--- src/hw/rt_regs_pkg.sv ---
package rt_regs_pkg;

    parameter int data_w           = 32;
    parameter int addr_w           = 8;
    parameter int char_w           = 8;
    parameter int nibble_w         = 4;
    parameter int nibbles_per_word = data_w / nibble_w;

    // Host register map, byte addresses
    parameter logic [addr_w-1:0] addr_control       = 8'h00;
    parameter logic [addr_w-1:0] addr_itrng_divisor = 8'h04;
    parameter logic [addr_w-1:0] addr_itrng_data    = 8'h08;
    parameter logic [addr_w-1:0] addr_itrng_status  = 8'h0C;
    parameter logic [addr_w-1:0] addr_log_data      = 8'h10;
    parameter logic [addr_w-1:0] addr_log_status    = 8'h14;
    parameter logic [addr_w-1:0] addr_cycle_count   = 8'h18;

    parameter int itrng_flush_bit = 2;  // Write-one flush in entropy status

    typedef struct packed {
        logic              wr;
        logic              rd;
        logic [addr_w-1:0] addr;
        logic [data_w-1:0] wdata;
    } host_req_t;

    typedef struct packed {
        logic              valid;
        logic [data_w-1:0] rdata;
    } host_rsp_t;

    typedef struct packed {
        logic              valid;  // Bit 8 of log data
        logic [char_w-1:0] ch;
    } log_char_t;

    typedef struct packed {
        logic control;
        logic itrng_divisor;
        logic itrng_data;
        logic itrng_status;
        logic log_data;
        logic log_status;
        logic cycle_count;
    } reg_sel_t;

    // Packed order matches the status register, full in bit 1
    typedef struct packed {
        logic full;
        logic empty;
    } fifo_status_t;

    // Written by the host as one word, drained by the core nibble by nibble
    typedef union packed {
        logic [data_w-1:0]                             raw;
        logic [nibbles_per_word-1:0][nibble_w-1:0]     nib;
    } entropy_word_u;

endpackage

--- src/hw/reg_decode.sv ---
`timescale 1ns/1ps

module reg_decode import rt_regs_pkg::*; (
    input  logic              core_clk,
    input  logic              hwif_out,
    input  host_req_t         host_req,
    output reg_sel_t          reg_sel,
    output logic              log_pop,
    output logic              itrng_push,
    output entropy_word_u     itrng_word,
    output logic              itrng_flush,
    output logic [data_w-1:0] divisor,
    output logic              core_rst_b
);

    reg_sel_t sel;
    logic     wr_control;
    logic     wr_divisor;

    // Single address compare shared by reads and writes
    always_comb begin
        sel = '0;
        case (host_req.addr)
            addr_control:       sel.control       = 1'b1;
            addr_itrng_divisor: sel.itrng_divisor = 1'b1;
            addr_itrng_data:    sel.itrng_data    = 1'b1;
            addr_itrng_status:  sel.itrng_status  = 1'b1;
            addr_log_data:      sel.log_data      = 1'b1;
            addr_log_status:    sel.log_status    = 1'b1;
            addr_cycle_count:   sel.cycle_count   = 1'b1;
            default:            sel               = '0;  // Unmapped, reads as 0
        endcase
    end

    assign reg_sel = sel;  // Qualified by host_req.rd downstream

    assign wr_control = host_req.wr & sel.control;
    assign wr_divisor = host_req.wr & sel.itrng_divisor;

    // Pop happens at the read edge, readback samples the old head
    assign log_pop = host_req.rd & sel.log_data;

    assign itrng_push     = host_req.wr & sel.itrng_data;
    assign itrng_word.raw = host_req.wdata;
    assign itrng_flush    = host_req.wr & sel.itrng_status & host_req.wdata[itrng_flush_bit];

    always_ff @(posedge core_clk or negedge hwif_out) begin
        if (!hwif_out) begin
            core_rst_b <= 1'b0;  // Core held in reset until software releases it
        end else if (wr_control) begin
            core_rst_b <= host_req.wdata[0];
        end
    end

    always_ff @(posedge core_clk or negedge hwif_out) begin
        if (!hwif_out) begin
            divisor <= '0;
        end else if (wr_divisor) begin
            divisor <= host_req.wdata;
        end
    end

endmodule

--- src/hw/log_fifo.sv ---
`timescale 1ns/1ps

module log_fifo import rt_regs_pkg::*; #(
    parameter int depth = 16
) (
    input  logic              core_clk,
    input  logic              hwif_out,
    input  log_char_t         log_char,
    input  logic              log_pop,
    output logic [char_w-1:0] head,
    output fifo_status_t      status
);

    localparam int ptr_w = (depth > 1) ? $clog2(depth) : 1;
    localparam int cnt_w = $clog2(depth + 1);

    logic [char_w-1:0] mem [depth];
    logic [ptr_w-1:0]  wr_ptr;
    logic [ptr_w-1:0]  rd_ptr;
    logic [cnt_w-1:0]  count;
    logic              push;
    logic              pop;

    assign status.empty = (count == '0);
    assign status.full  = (count == cnt_w'(depth));

    assign push = log_char.valid & ~status.full;  // Characters dropped while full
    assign pop  = log_pop & ~status.empty;

    assign head = mem[rd_ptr];  // Fall-through view of the oldest entry

    always_ff @(posedge core_clk) begin
        if (push) begin
            mem[wr_ptr] <= log_char.ch;
        end
    end

    always_ff @(posedge core_clk or negedge hwif_out) begin
        if (!hwif_out) begin
            wr_ptr <= '0;
            rd_ptr <= '0;
            count  <= '0;
        end else begin
            if (push) begin
                wr_ptr <= (wr_ptr == ptr_w'(depth - 1)) ? '0 : wr_ptr + 1'b1;
            end
            if (pop) begin
                rd_ptr <= (rd_ptr == ptr_w'(depth - 1)) ? '0 : rd_ptr + 1'b1;
            end
            count <= count + cnt_w'(push) - cnt_w'(pop);
        end
    end

endmodule

--- src/hw/entropy_fifo.sv ---
`timescale 1ns/1ps

module entropy_fifo import rt_regs_pkg::*; #(
    parameter int depth = 4
) (
    input  logic                core_clk,
    input  logic                hwif_out,
    input  logic                itrng_push,
    input  entropy_word_u       itrng_word,
    input  logic                itrng_flush,
    input  logic [data_w-1:0]   divisor,
    input  logic                etrng_req,
    output logic [nibble_w-1:0] itrng_data,
    output logic                itrng_valid,
    output fifo_status_t        status
);

    localparam int ptr_w = (depth > 1) ? $clog2(depth) : 1;
    localparam int cnt_w = $clog2(depth + 1);
    localparam int idx_w = $clog2(nibbles_per_word);

    entropy_word_u     mem [depth];
    logic [ptr_w-1:0]  wr_ptr;
    logic [ptr_w-1:0]  rd_ptr;
    logic [cnt_w-1:0]  count;
    logic [idx_w-1:0]  nib_idx;  // Next nibble of the head word
    logic [data_w-1:0] throttle;
    logic              grant;
    logic              push;
    logic              send;
    logic              pop;

    assign status.empty = (count == '0);
    assign status.full  = (count == cnt_w'(depth));

    assign push = itrng_push & ~status.full & ~itrng_flush;
    assign send = grant & ~status.empty & ~itrng_flush;
    assign pop  = send & (nib_idx == idx_w'(nibbles_per_word - 1));  // Last nibble out

    // Request throttle, grants spaced by divisor+1 cycles at least
    always_ff @(posedge core_clk or negedge hwif_out) begin
        if (!hwif_out) begin
            throttle <= '0;
            grant    <= 1'b0;
        end else if (throttle == '0) begin
            grant    <= etrng_req;
            throttle <= divisor;
        end else begin
            grant    <= 1'b0;
            throttle <= throttle - 1'b1;
        end
    end

    always_ff @(posedge core_clk) begin
        if (push) begin
            mem[wr_ptr] <= itrng_word;
        end
        if (send) begin
            itrng_data <= mem[rd_ptr].nib[nib_idx];  // Lowest nibble first
        end
    end

    always_ff @(posedge core_clk or negedge hwif_out) begin
        if (!hwif_out) begin
            wr_ptr      <= '0;
            rd_ptr      <= '0;
            count       <= '0;
            nib_idx     <= '0;
            itrng_valid <= 1'b0;
        end else begin
            itrng_valid <= send;
            if (itrng_flush) begin
                wr_ptr  <= '0;
                rd_ptr  <= '0;
                count   <= '0;
                nib_idx <= '0;
            end else begin
                if (push) begin
                    wr_ptr <= (wr_ptr == ptr_w'(depth - 1)) ? '0 : wr_ptr + 1'b1;
                end
                if (pop) begin
                    rd_ptr <= (rd_ptr == ptr_w'(depth - 1)) ? '0 : rd_ptr + 1'b1;
                end
                if (send) begin
                    nib_idx <= nib_idx + 1'b1;  // Wraps to 0 with the pop
                end
                count <= count + cnt_w'(push) - cnt_w'(pop);
            end
        end
    end

endmodule

--- src/hw/reg_readback.sv ---
`timescale 1ns/1ps

module reg_readback import rt_regs_pkg::*; (
    input  logic              core_clk,
    input  logic              hwif_out,
    input  logic              host_rd,
    input  reg_sel_t          reg_sel,
    input  logic              core_rst_b,
    input  logic [data_w-1:0] divisor,
    input  logic [char_w-1:0] log_head,
    input  fifo_status_t      log_status,
    input  fifo_status_t      itrng_status,
    output host_rsp_t         host_rsp
);

    logic [data_w-1:0] cycle_count;
    logic [data_w-1:0] rd_mux;
    log_char_t         log_word;
    logic              rsp_valid;
    logic [data_w-1:0] rsp_rdata;

    // Free-running while the core is out of reset
    always_ff @(posedge core_clk or negedge hwif_out) begin
        if (!hwif_out) begin
            cycle_count <= '0;
        end else if (!core_rst_b) begin
            cycle_count <= '0;
        end else begin
            cycle_count <= cycle_count + 1'b1;
        end
    end

    assign log_word.valid = ~log_status.empty;
    assign log_word.ch    = log_head;

    always_comb begin
        rd_mux = '0;
        if (reg_sel.control)            rd_mux = data_w'(core_rst_b);
        else if (reg_sel.itrng_divisor) rd_mux = divisor;
        else if (reg_sel.itrng_status)  rd_mux = data_w'(itrng_status);
        else if (reg_sel.log_data)      rd_mux = data_w'(log_word);
        else if (reg_sel.log_status)    rd_mux = data_w'(log_status);
        else if (reg_sel.cycle_count)   rd_mux = cycle_count;
    end

    always_ff @(posedge core_clk or negedge hwif_out) begin
        if (!hwif_out) rsp_valid <= 1'b0;
        else           rsp_valid <= host_rd;
    end

    always_ff @(posedge core_clk) begin
        rsp_rdata <= rd_mux;
    end

    assign host_rsp.valid = rsp_valid;
    assign host_rsp.rdata = rsp_rdata;

endmodule

--- src/hw/realtime_top.sv ---
`timescale 1ns/1ps

module realtime_top import rt_regs_pkg::*; #(
    parameter int log_depth     = 16,
    parameter int entropy_depth = 4
) (
    input  logic                core_clk,
    input  logic                hwif_out,
    input  host_req_t           host_req,
    output host_rsp_t           host_rsp,
    input  log_char_t           log_char,
    input  logic                etrng_req,
    output logic [nibble_w-1:0] itrng_data,
    output logic                itrng_valid
);

    reg_sel_t          reg_sel;
    logic              log_pop;
    logic              itrng_push;
    entropy_word_u     itrng_word;
    logic              itrng_flush;
    logic [data_w-1:0] divisor;
    logic              core_rst_b;
    logic [char_w-1:0] log_head;
    fifo_status_t      log_status;
    fifo_status_t      itrng_status;

    reg_decode u_decode (
        .core_clk    (core_clk),
        .hwif_out    (hwif_out),
        .host_req    (host_req),
        .reg_sel     (reg_sel),
        .log_pop     (log_pop),
        .itrng_push  (itrng_push),
        .itrng_word  (itrng_word),
        .itrng_flush (itrng_flush),
        .divisor     (divisor),
        .core_rst_b  (core_rst_b)
    );

    log_fifo #(.depth(log_depth)) u_log_fifo (
        .core_clk (core_clk),
        .hwif_out (hwif_out),
        .log_char (log_char),
        .log_pop  (log_pop),
        .head     (log_head),
        .status   (log_status)
    );

    entropy_fifo #(.depth(entropy_depth)) u_entropy_fifo (
        .core_clk    (core_clk),
        .hwif_out    (hwif_out),
        .itrng_push  (itrng_push),
        .itrng_word  (itrng_word),
        .itrng_flush (itrng_flush),
        .divisor     (divisor),
        .etrng_req   (etrng_req),
        .itrng_data  (itrng_data),
        .itrng_valid (itrng_valid),
        .status      (itrng_status)
    );

    reg_readback u_readback (
        .core_clk     (core_clk),
        .hwif_out     (hwif_out),
        .host_rd      (host_req.rd),
        .reg_sel      (reg_sel),
        .core_rst_b   (core_rst_b),
        .divisor      (divisor),
        .log_head     (log_head),
        .log_status   (log_status),
        .itrng_status (itrng_status),
        .host_rsp     (host_rsp)
    );

endmodule

--- config.mk ---
export PLATFORM = sky130hd
export DESIGN_NAME = realtime_top
export DESIGN_NICKNAME = d
export VERILOG_FILES = /design/src/hw/rt_regs_pkg.sv /design/src/hw/reg_decode.sv /design/src/hw/log_fifo.sv /design/src/hw/entropy_fifo.sv /design/src/hw/reg_readback.sv /design/src/hw/realtime_top.sv
export SDC_FILE = /design/constraint.sdc
export NUM_CORES = 1
export LEC_CHECK = 0
export ABC_AREA = 1
export BUFFER_PORTS_ARGS = -buffer_cell sky130_fd_sc_hd__buf_4
export CAP_MARGIN = 20
export CELL_PAD_IN_SITES_DETAIL_PLACEMENT = 0
export CELL_PAD_IN_SITES_GLOBAL_PLACEMENT = 1
export CORE_MARGIN = 2
export CORE_UTILIZATION = 50
export DETAILED_ROUTE_END_ITERATION = 10
export GPL_TIMING_DRIVEN = 0
export PLACE_DENSITY_LB_ADDON = 0.1
export SYNTH_ARGS = -nofsm -noshare
export SYNTH_HDL_FRONTEND = slang
export SYNTH_HIERARCHICAL = 1
export SYNTH_SLANG_ARGS = --single-unit
export TNS_END_PERCENT = 1
--- constraint.sdc ---
create_clock -name core_clk -period 4.2 [get_ports core_clk]
set_input_delay 1.05 -clock core_clk [delete_from_list [all_inputs] [get_ports core_clk]]
set_output_delay 1.05 -clock core_clk [all_outputs]
set_load 0.02 [all_outputs]
* Yosys cells after proc, flatten, opt, wreduce, memory -nomap -nowiden
Memory sizes are Yosys's and may differ from the RTL's.
Cells that the tools add are included.
** Storage, ports and cells
- Input bits :: 54
- Memory bits (writable) :: 256
- Flip-flop bits (word level) :: 159
- Memories kept :: 2
** Memories
- u_entropy_fifo.mem :: words 4, width 32, read ports 1, clocked after Yosys merged registers in 0, write ports 1, line entropy_fifo.sv:22 : entropy_word_u mem [depth];
- u_log_fifo.mem :: words 16, width 8, read ports 1, clocked after Yosys merged registers in 0, write ports 1, line log_fifo.sv:17 : logic [char_w-1:0] mem [depth];
** Cells by class
- Equal/unequal tests :: 13
- Bitwise gates (word level) :: 18
- Magnitude comparators :: 1
- Reductions and logical operators :: 7
- Multiplexer cells :: 33
- Add/subtract/negate cells :: 11
** Operators with widths (number)
- $mux 32 :: 7
- $add 32x1->32 const B :: 1
- $logic_not 32->1 :: 1
- $sub 32x1->32 const B :: 1
- $eq 8x5->1 const B :: 3
- $eq 8x4->1 const B :: 2
- $and 1x1->1 :: 13
- $mux 1 :: 13
- $bmux 4 s3 :: 1
- $mux 2 :: 6
- $mux 4 :: 3
- $mux 3 :: 3
- $add 4x1->4 const B :: 2
- $eq 4x4->1 const B :: 2
- $eq 8x3->1 const B :: 1
- $logic_not 8->1 :: 1
- $eq 3x3->1 const B :: 2
- $reduce_bool 2->1 :: 3
- $add 5x1->5 :: 1
- $eq 5x5->1 const B :: 1
- $logic_not 5->1 :: 1
- $not 1->1 :: 5
- $sub 5x1->5 :: 1
- $add 2x1->2 const B :: 2
- 6 further kinds :: 7

* Logic depth before layout (Yosys ltp)
- Depth in word-level cells :: 9
- Mapped depth :: 13
- Mapped depth without buffers :: 13

* Cells and area by module
Netlist, hierarchy kept.
** By module, submodules not included
- entropy_fifo :: cells each 829, area an instance 8197.9 µm², instances 1, seq. area each 5064.9 µm²
- log_fifo :: cells each 657, area an instance 6411.1 µm², instances 1, seq. area each 4169.0 µm²
- reg_readback :: cells each 457, area an instance 3284.4 µm², instances 1, seq. area each 1466.4 µm²
- reg_decode :: cells each 206, area an instance 1747.9 µm², instances 1, seq. area each 825.8 µm²

* Worst setup path after synthesis
Ideal clock, no wire load.
- Path type :: input to register
- Start point :: input host_req[39] (netlist bit)
- End point :: memory u_entropy_fifo/mem[0][0] (netlist bit) (enable)
- Setup time :: 0.421 ns
- Path buffers :: 0
- Stages :: 5
- Data required time :: 3.779 ns
- Slack :: 0.629 ns
- Arrival time :: 3.150 ns
- Cells stage by stage :: nor2_2 -> nand2_4 -> nor3b_1 -> nand3_1 -> nor2_1
** Between the ends
- Elaborated cells on any way between the ends :: 12
- Those cells by class :: eq/ne (2); mux (4); bitwise (6)
** RTL lines
- from (decl) :: line realtime_top.sv:9 : input host_req_t host_req,
- $eq 8x4->1 :: line reg_decode.sv:23 : case (host_req.addr)
- $mux 1 :: line reg_decode.sv:23
- $and 1x1->1 :: line reg_decode.sv:43 : assign itrng_push = host_req.wr & sel.itrng_data;
- named net itrng_push :: line realtime_top.sv:19 : logic itrng_push;
- $and 1x1->1 (2 in a row) :: line entropy_fifo.sv:36 : assign push = itrng_push & ~status.full & ~itrng_flush;
- $mux 1 :: line entropy_fifo.sv:55 : if (push) begin
- $mux 1 (not written as such) :: line entropy_fifo.sv:56 : mem[wr_ptr] <= itrng_word;
- to (decl) :: line entropy_fifo.sv:22
The timed path passes the listed nets, and every way through them passes these cells.

* Worst setup path in the final report
- Start point :: input host_req[39] (netlist bit)
- End point :: register u_entropy_fifo.count[2]
** Between the ends
- Longest elaborated chain between the ends :: 9
- Elaborated cells on any way between the ends :: 15
- Those cells by class :: add/sub (2); eq/ne (2); mux (3); bitwise (8)
** Ends and longest elaborated chain
- $eq 8x4->1 * :: line reg_decode.sv:23
- $mux 1 * :: line reg_decode.sv:23
- $and 1x1->1 * (2 in a row) :: line reg_decode.sv:45 : assign itrng_flush = host_req.wr & sel.itrng_status & host_req.wdata[itrng_flush_bit];
- named net itrng_flush :: line realtime_top.sv:21 : logic itrng_flush;
- $not 1->1 :: line entropy_fifo.sv:36, entropy_fifo.sv:37
- $and 1x1->1, on equally long branches :: line entropy_fifo.sv:36, entropy_fifo.sv:37
- $add 3x1->3 or $and 1x1->1 (tied branches) :: line entropy_fifo.sv:87, entropy_fifo.sv:38
- $sub 3x1->3 :: line entropy_fifo.sv:87 : count <= count + cnt_w'(push) - cnt_w'(pop);
- $mux 3 * :: line entropy_fifo.sv:72 : if (itrng_flush) begin
- to (signal assigned) :: line entropy_fifo.sv:87
- to (decl) :: line entropy_fifo.sv:25 : logic [cnt_w-1:0] count;
The timed path passes the listed nets; every way through them passes the cells marked *.
A chain may end at the register's enable or synchronous reset.

==> reports/metrics.csv <==
stage;metric;value;unit
clock_tree;# hold bufs at CTS;0;
floorplan;# rows;72;
critical_path;Critical Path Most Common Cell;inv_1;
power;Reg power frac;47.8;%
timing;crit share post-route;93.8;%
clock_tree;# clock sinks;415;
critical_path;Slowest-stage cell, CP;nor4_1;
drt;Vias/cell;5.17;
synth;Cells after Synth;2148;
place;post-DP HPWL;37.8;mm
clock_tree;CTS tree;done;
drt;DRT antenna net count;0;
place;I/O Buffers;90;
finish;fillers;3393;
power;Clk pwr share;38.3;%
timing;min cycle time layout;3940;ps
timing;fmax;254;MHz
global_routing;largest net degree at the start of global routing;80;
floorplan;Starting Density;50.7;%
critical_path;crit path kind;input port to flip-flop;
synth;syn_nets;2227;
clock_tree;Root Driver;clkbuf_16;
drt;detailed router's first-iteration violation count;1161;
critical_path;CP max stage delay;820;ps
finish;Nets;2369;
timing;max-slew violations;0;
timing;Rel. slew slack;29.2;%
timing;Worst-Margin Slew;1050;ps
power;Cell Int Power;7.51;mW
critical_path;cell family with most CP delay;simple AND/OR/NAND/NOR gates;
floorplan;chip height;202;um
drt;drt wl/cell;18.3;um
floorplan;die area;40900;sq um
critical_path;CP arrival;4400;ps
clock_tree;clock slew at reported path FFs;60;ps
critical_path;CP Capture Type;flip-flop;
synth;syn avg cell area;9.14;sq um
clock_tree;Clock Tree Buf Depth;3;
power;VDD IR max;0.413;mV
critical_path;Worst Path Buf+Inv;4;
floorplan;core box area;38700;sq um
drt;iteration count of the initial detailed-routing pass;6;
critical_path;Cell Chain, Critical Path;buf_4 > nor2_2 > nand2_4 > nor4_1 > inv_1 > nand3_1 > ha_1 > inv_1 > ha_1 > inv_1 > fa_1 > o21ai_0 > a21oi_1;
finish;synthesis-to-layout area growth;15.1;%
global_routing;GRT overflow;0;
global_routing;vias in the first global route;14100;
power;total power;10.3;mW
clock_tree;post-CTS setup buffers;0;
worst_hold_path;Hold Path Class;input port to async pin;
floorplan;Chip Width;202;um
clock_tree;Inserted Clock Buffers;45;
job;Max Cap Violations;0;
place;Final GP Congestion;0.894;
timing;clk_skew;17.6;ps
finish;layout cells sized above 1;15.1;%
drt;DR vias;14700;
power;Switching Share;27.1;%
timing;Final Hold Fails;0;
power;Net Switching;2.79;mW
critical_path;Data required, critical path;4660;ps
global_routing;initial antenna violation count;1;
critical_path;Worst Setup Start Kind;input port;
drt;DRC;0;
global_routing;first-pass GRT wire length;80.5;mm
power;power per cell area;456;nW/um^2
clock_tree;cts repair resizes;0;
power;P_leak;9.76;nW
floorplan;I/O pin count;92;
clock_tree;clock latency on the worst-skew pair;580;ps
critical_path;Crit Path Max Fanout;6;
drt;WL final;52.2;mm
global_routing;Total GRT Usage;25.9;%
synth;Mapped Area;19600;sq um
timing;number of setup violations in the final report;0;
finish;Design Area, Final;22600;sq um
power;combinational share of power;13.8;%
place;DP Area;21100;sq um
clock_tree;CTS H-Tree Depth;2;
timing;RSZ-0062 raised after global routing;no;
synth;synth warn;6;
status;status;finished, final reports clean;
-- layout make-up --
type,count,area [sq um],share of cell area [%]
Multi-Input combinational cell,1391,6540,28.9
Antenna cell,1,2.50,0.0111
Clock inverter,18,194,0.858
Tap cell,518,648,2.87
Timing Repair Buffer,95,802,3.55
Buffer,115,742,3.28
Sequential cell,415,11500,51.0
Clock buffer,66,1290,5.70
Inverter,227,857,3.79
-- cell usage in the layout (no fill, tap or decap), types with 8 or more instances in the layout --
| master | instances |
|---|---|
| clkbuf_1 | 44 |
| nor2_4 | 11 |
| nand2_2 | 39 |
| a21oi_1 | 46 |
| inv_2 | 12 |
| o21ai_0 | 20 |
| buf_6 | 8 |
| edfxtp_1 | 260 |
| ha_1 | 23 |
| nand4_1 | 36 |
| dfrtp_1 | 123 |
| o21ai_2 | 16 |
| nor2_1 | 158 |
| dfxtp_1 | 32 |
| xor2_1 | 15 |
| xnor2_1 | 8 |
| inv_1 | 212 |
| buf_2 | 34 |
| nand2_1 | 698 |
| nor2_2 | 22 |
| buf_4 | 129 |
| nand3_1 | 263 |
| clkbuf_16 | 47 |
-- metal layers --
| metal | track usage [%] | vias up | routed length (um) |
|---|---|---|---|
| met3 | 3.42 | 68 | 3010 |
| met2 | 42.3 | 447 | 24400 |
| li1 | - | 7236 | - |
| met1 | 36.4 | 6969 | 23500 |
| met4 | 7.79 | 0 | 1240 |
| met5 | 0 | - | 0 |
-- sequential cells by signal, indices dropped and copies added, names as in the netlist, 4 cells and up --
register	flops
u_readback/rsp_rdata	32
u_entropy_fifo/throttle	32
u_log_fifo/rd_ptr	4
u_readback/cycle_count	32
u_entropy_fifo/itrng_data	4
u_log_fifo/wr_ptr	4
u_decode/divisor	32
u_entropy_fifo/mem	128
u_log_fifo/count	5
u_log_fifo/mem	128
-- final timing paths --
kind / startpoint / endpoint / slack (ps) / cells after the start
max: host_req[39] / u_entropy_fifo/count[2] / 260 / 13
min: hwif_out / u_entropy_fifo/itrng_valid / 400 / 1
max reg2reg: u_entropy_fifo/count[1] / u_entropy_fifo/count[2] / 1130 / 13
min reg2reg: u_entropy_fifo/throttle[0] / u_entropy_fifo/throttle[0] / 460 / 1
max in group asynchronous: hwif_out / u_readback/cycle_count[26] / 2980 / 2
min in group core_clk: u_entropy_fifo/throttle[0] / u_entropy_fifo/throttle[0] / 460 / 1
-- through the flow --
stage               TNS, ps  hold WS, ps  utilization, %  worst slack [ps]  instances
global route              0          409            58.3              31.0       2845
global placement    -101080          452            54.1              -825       2756
finish                    0          396            58.3               259       2846
floorplan                 0          435               -               634       2148
CTS                       0          392            58.3               374       2845
detailed placement     -450          452            54.5              -240       2761
-- power by group through the flow --
stage	Sequential (mW)	Combinational (mW)	Clock, mW
floorplan	4.93	1.03	0
CTS	4.92	1.43	4.02
global route	4.96	1.64	4.17
detailed placement	5.00	1.42	0
global placement	5.00	1.38	0
finish	4.93	1.43	3.95
Note: power is estimated with default switching activity, not from simulation.
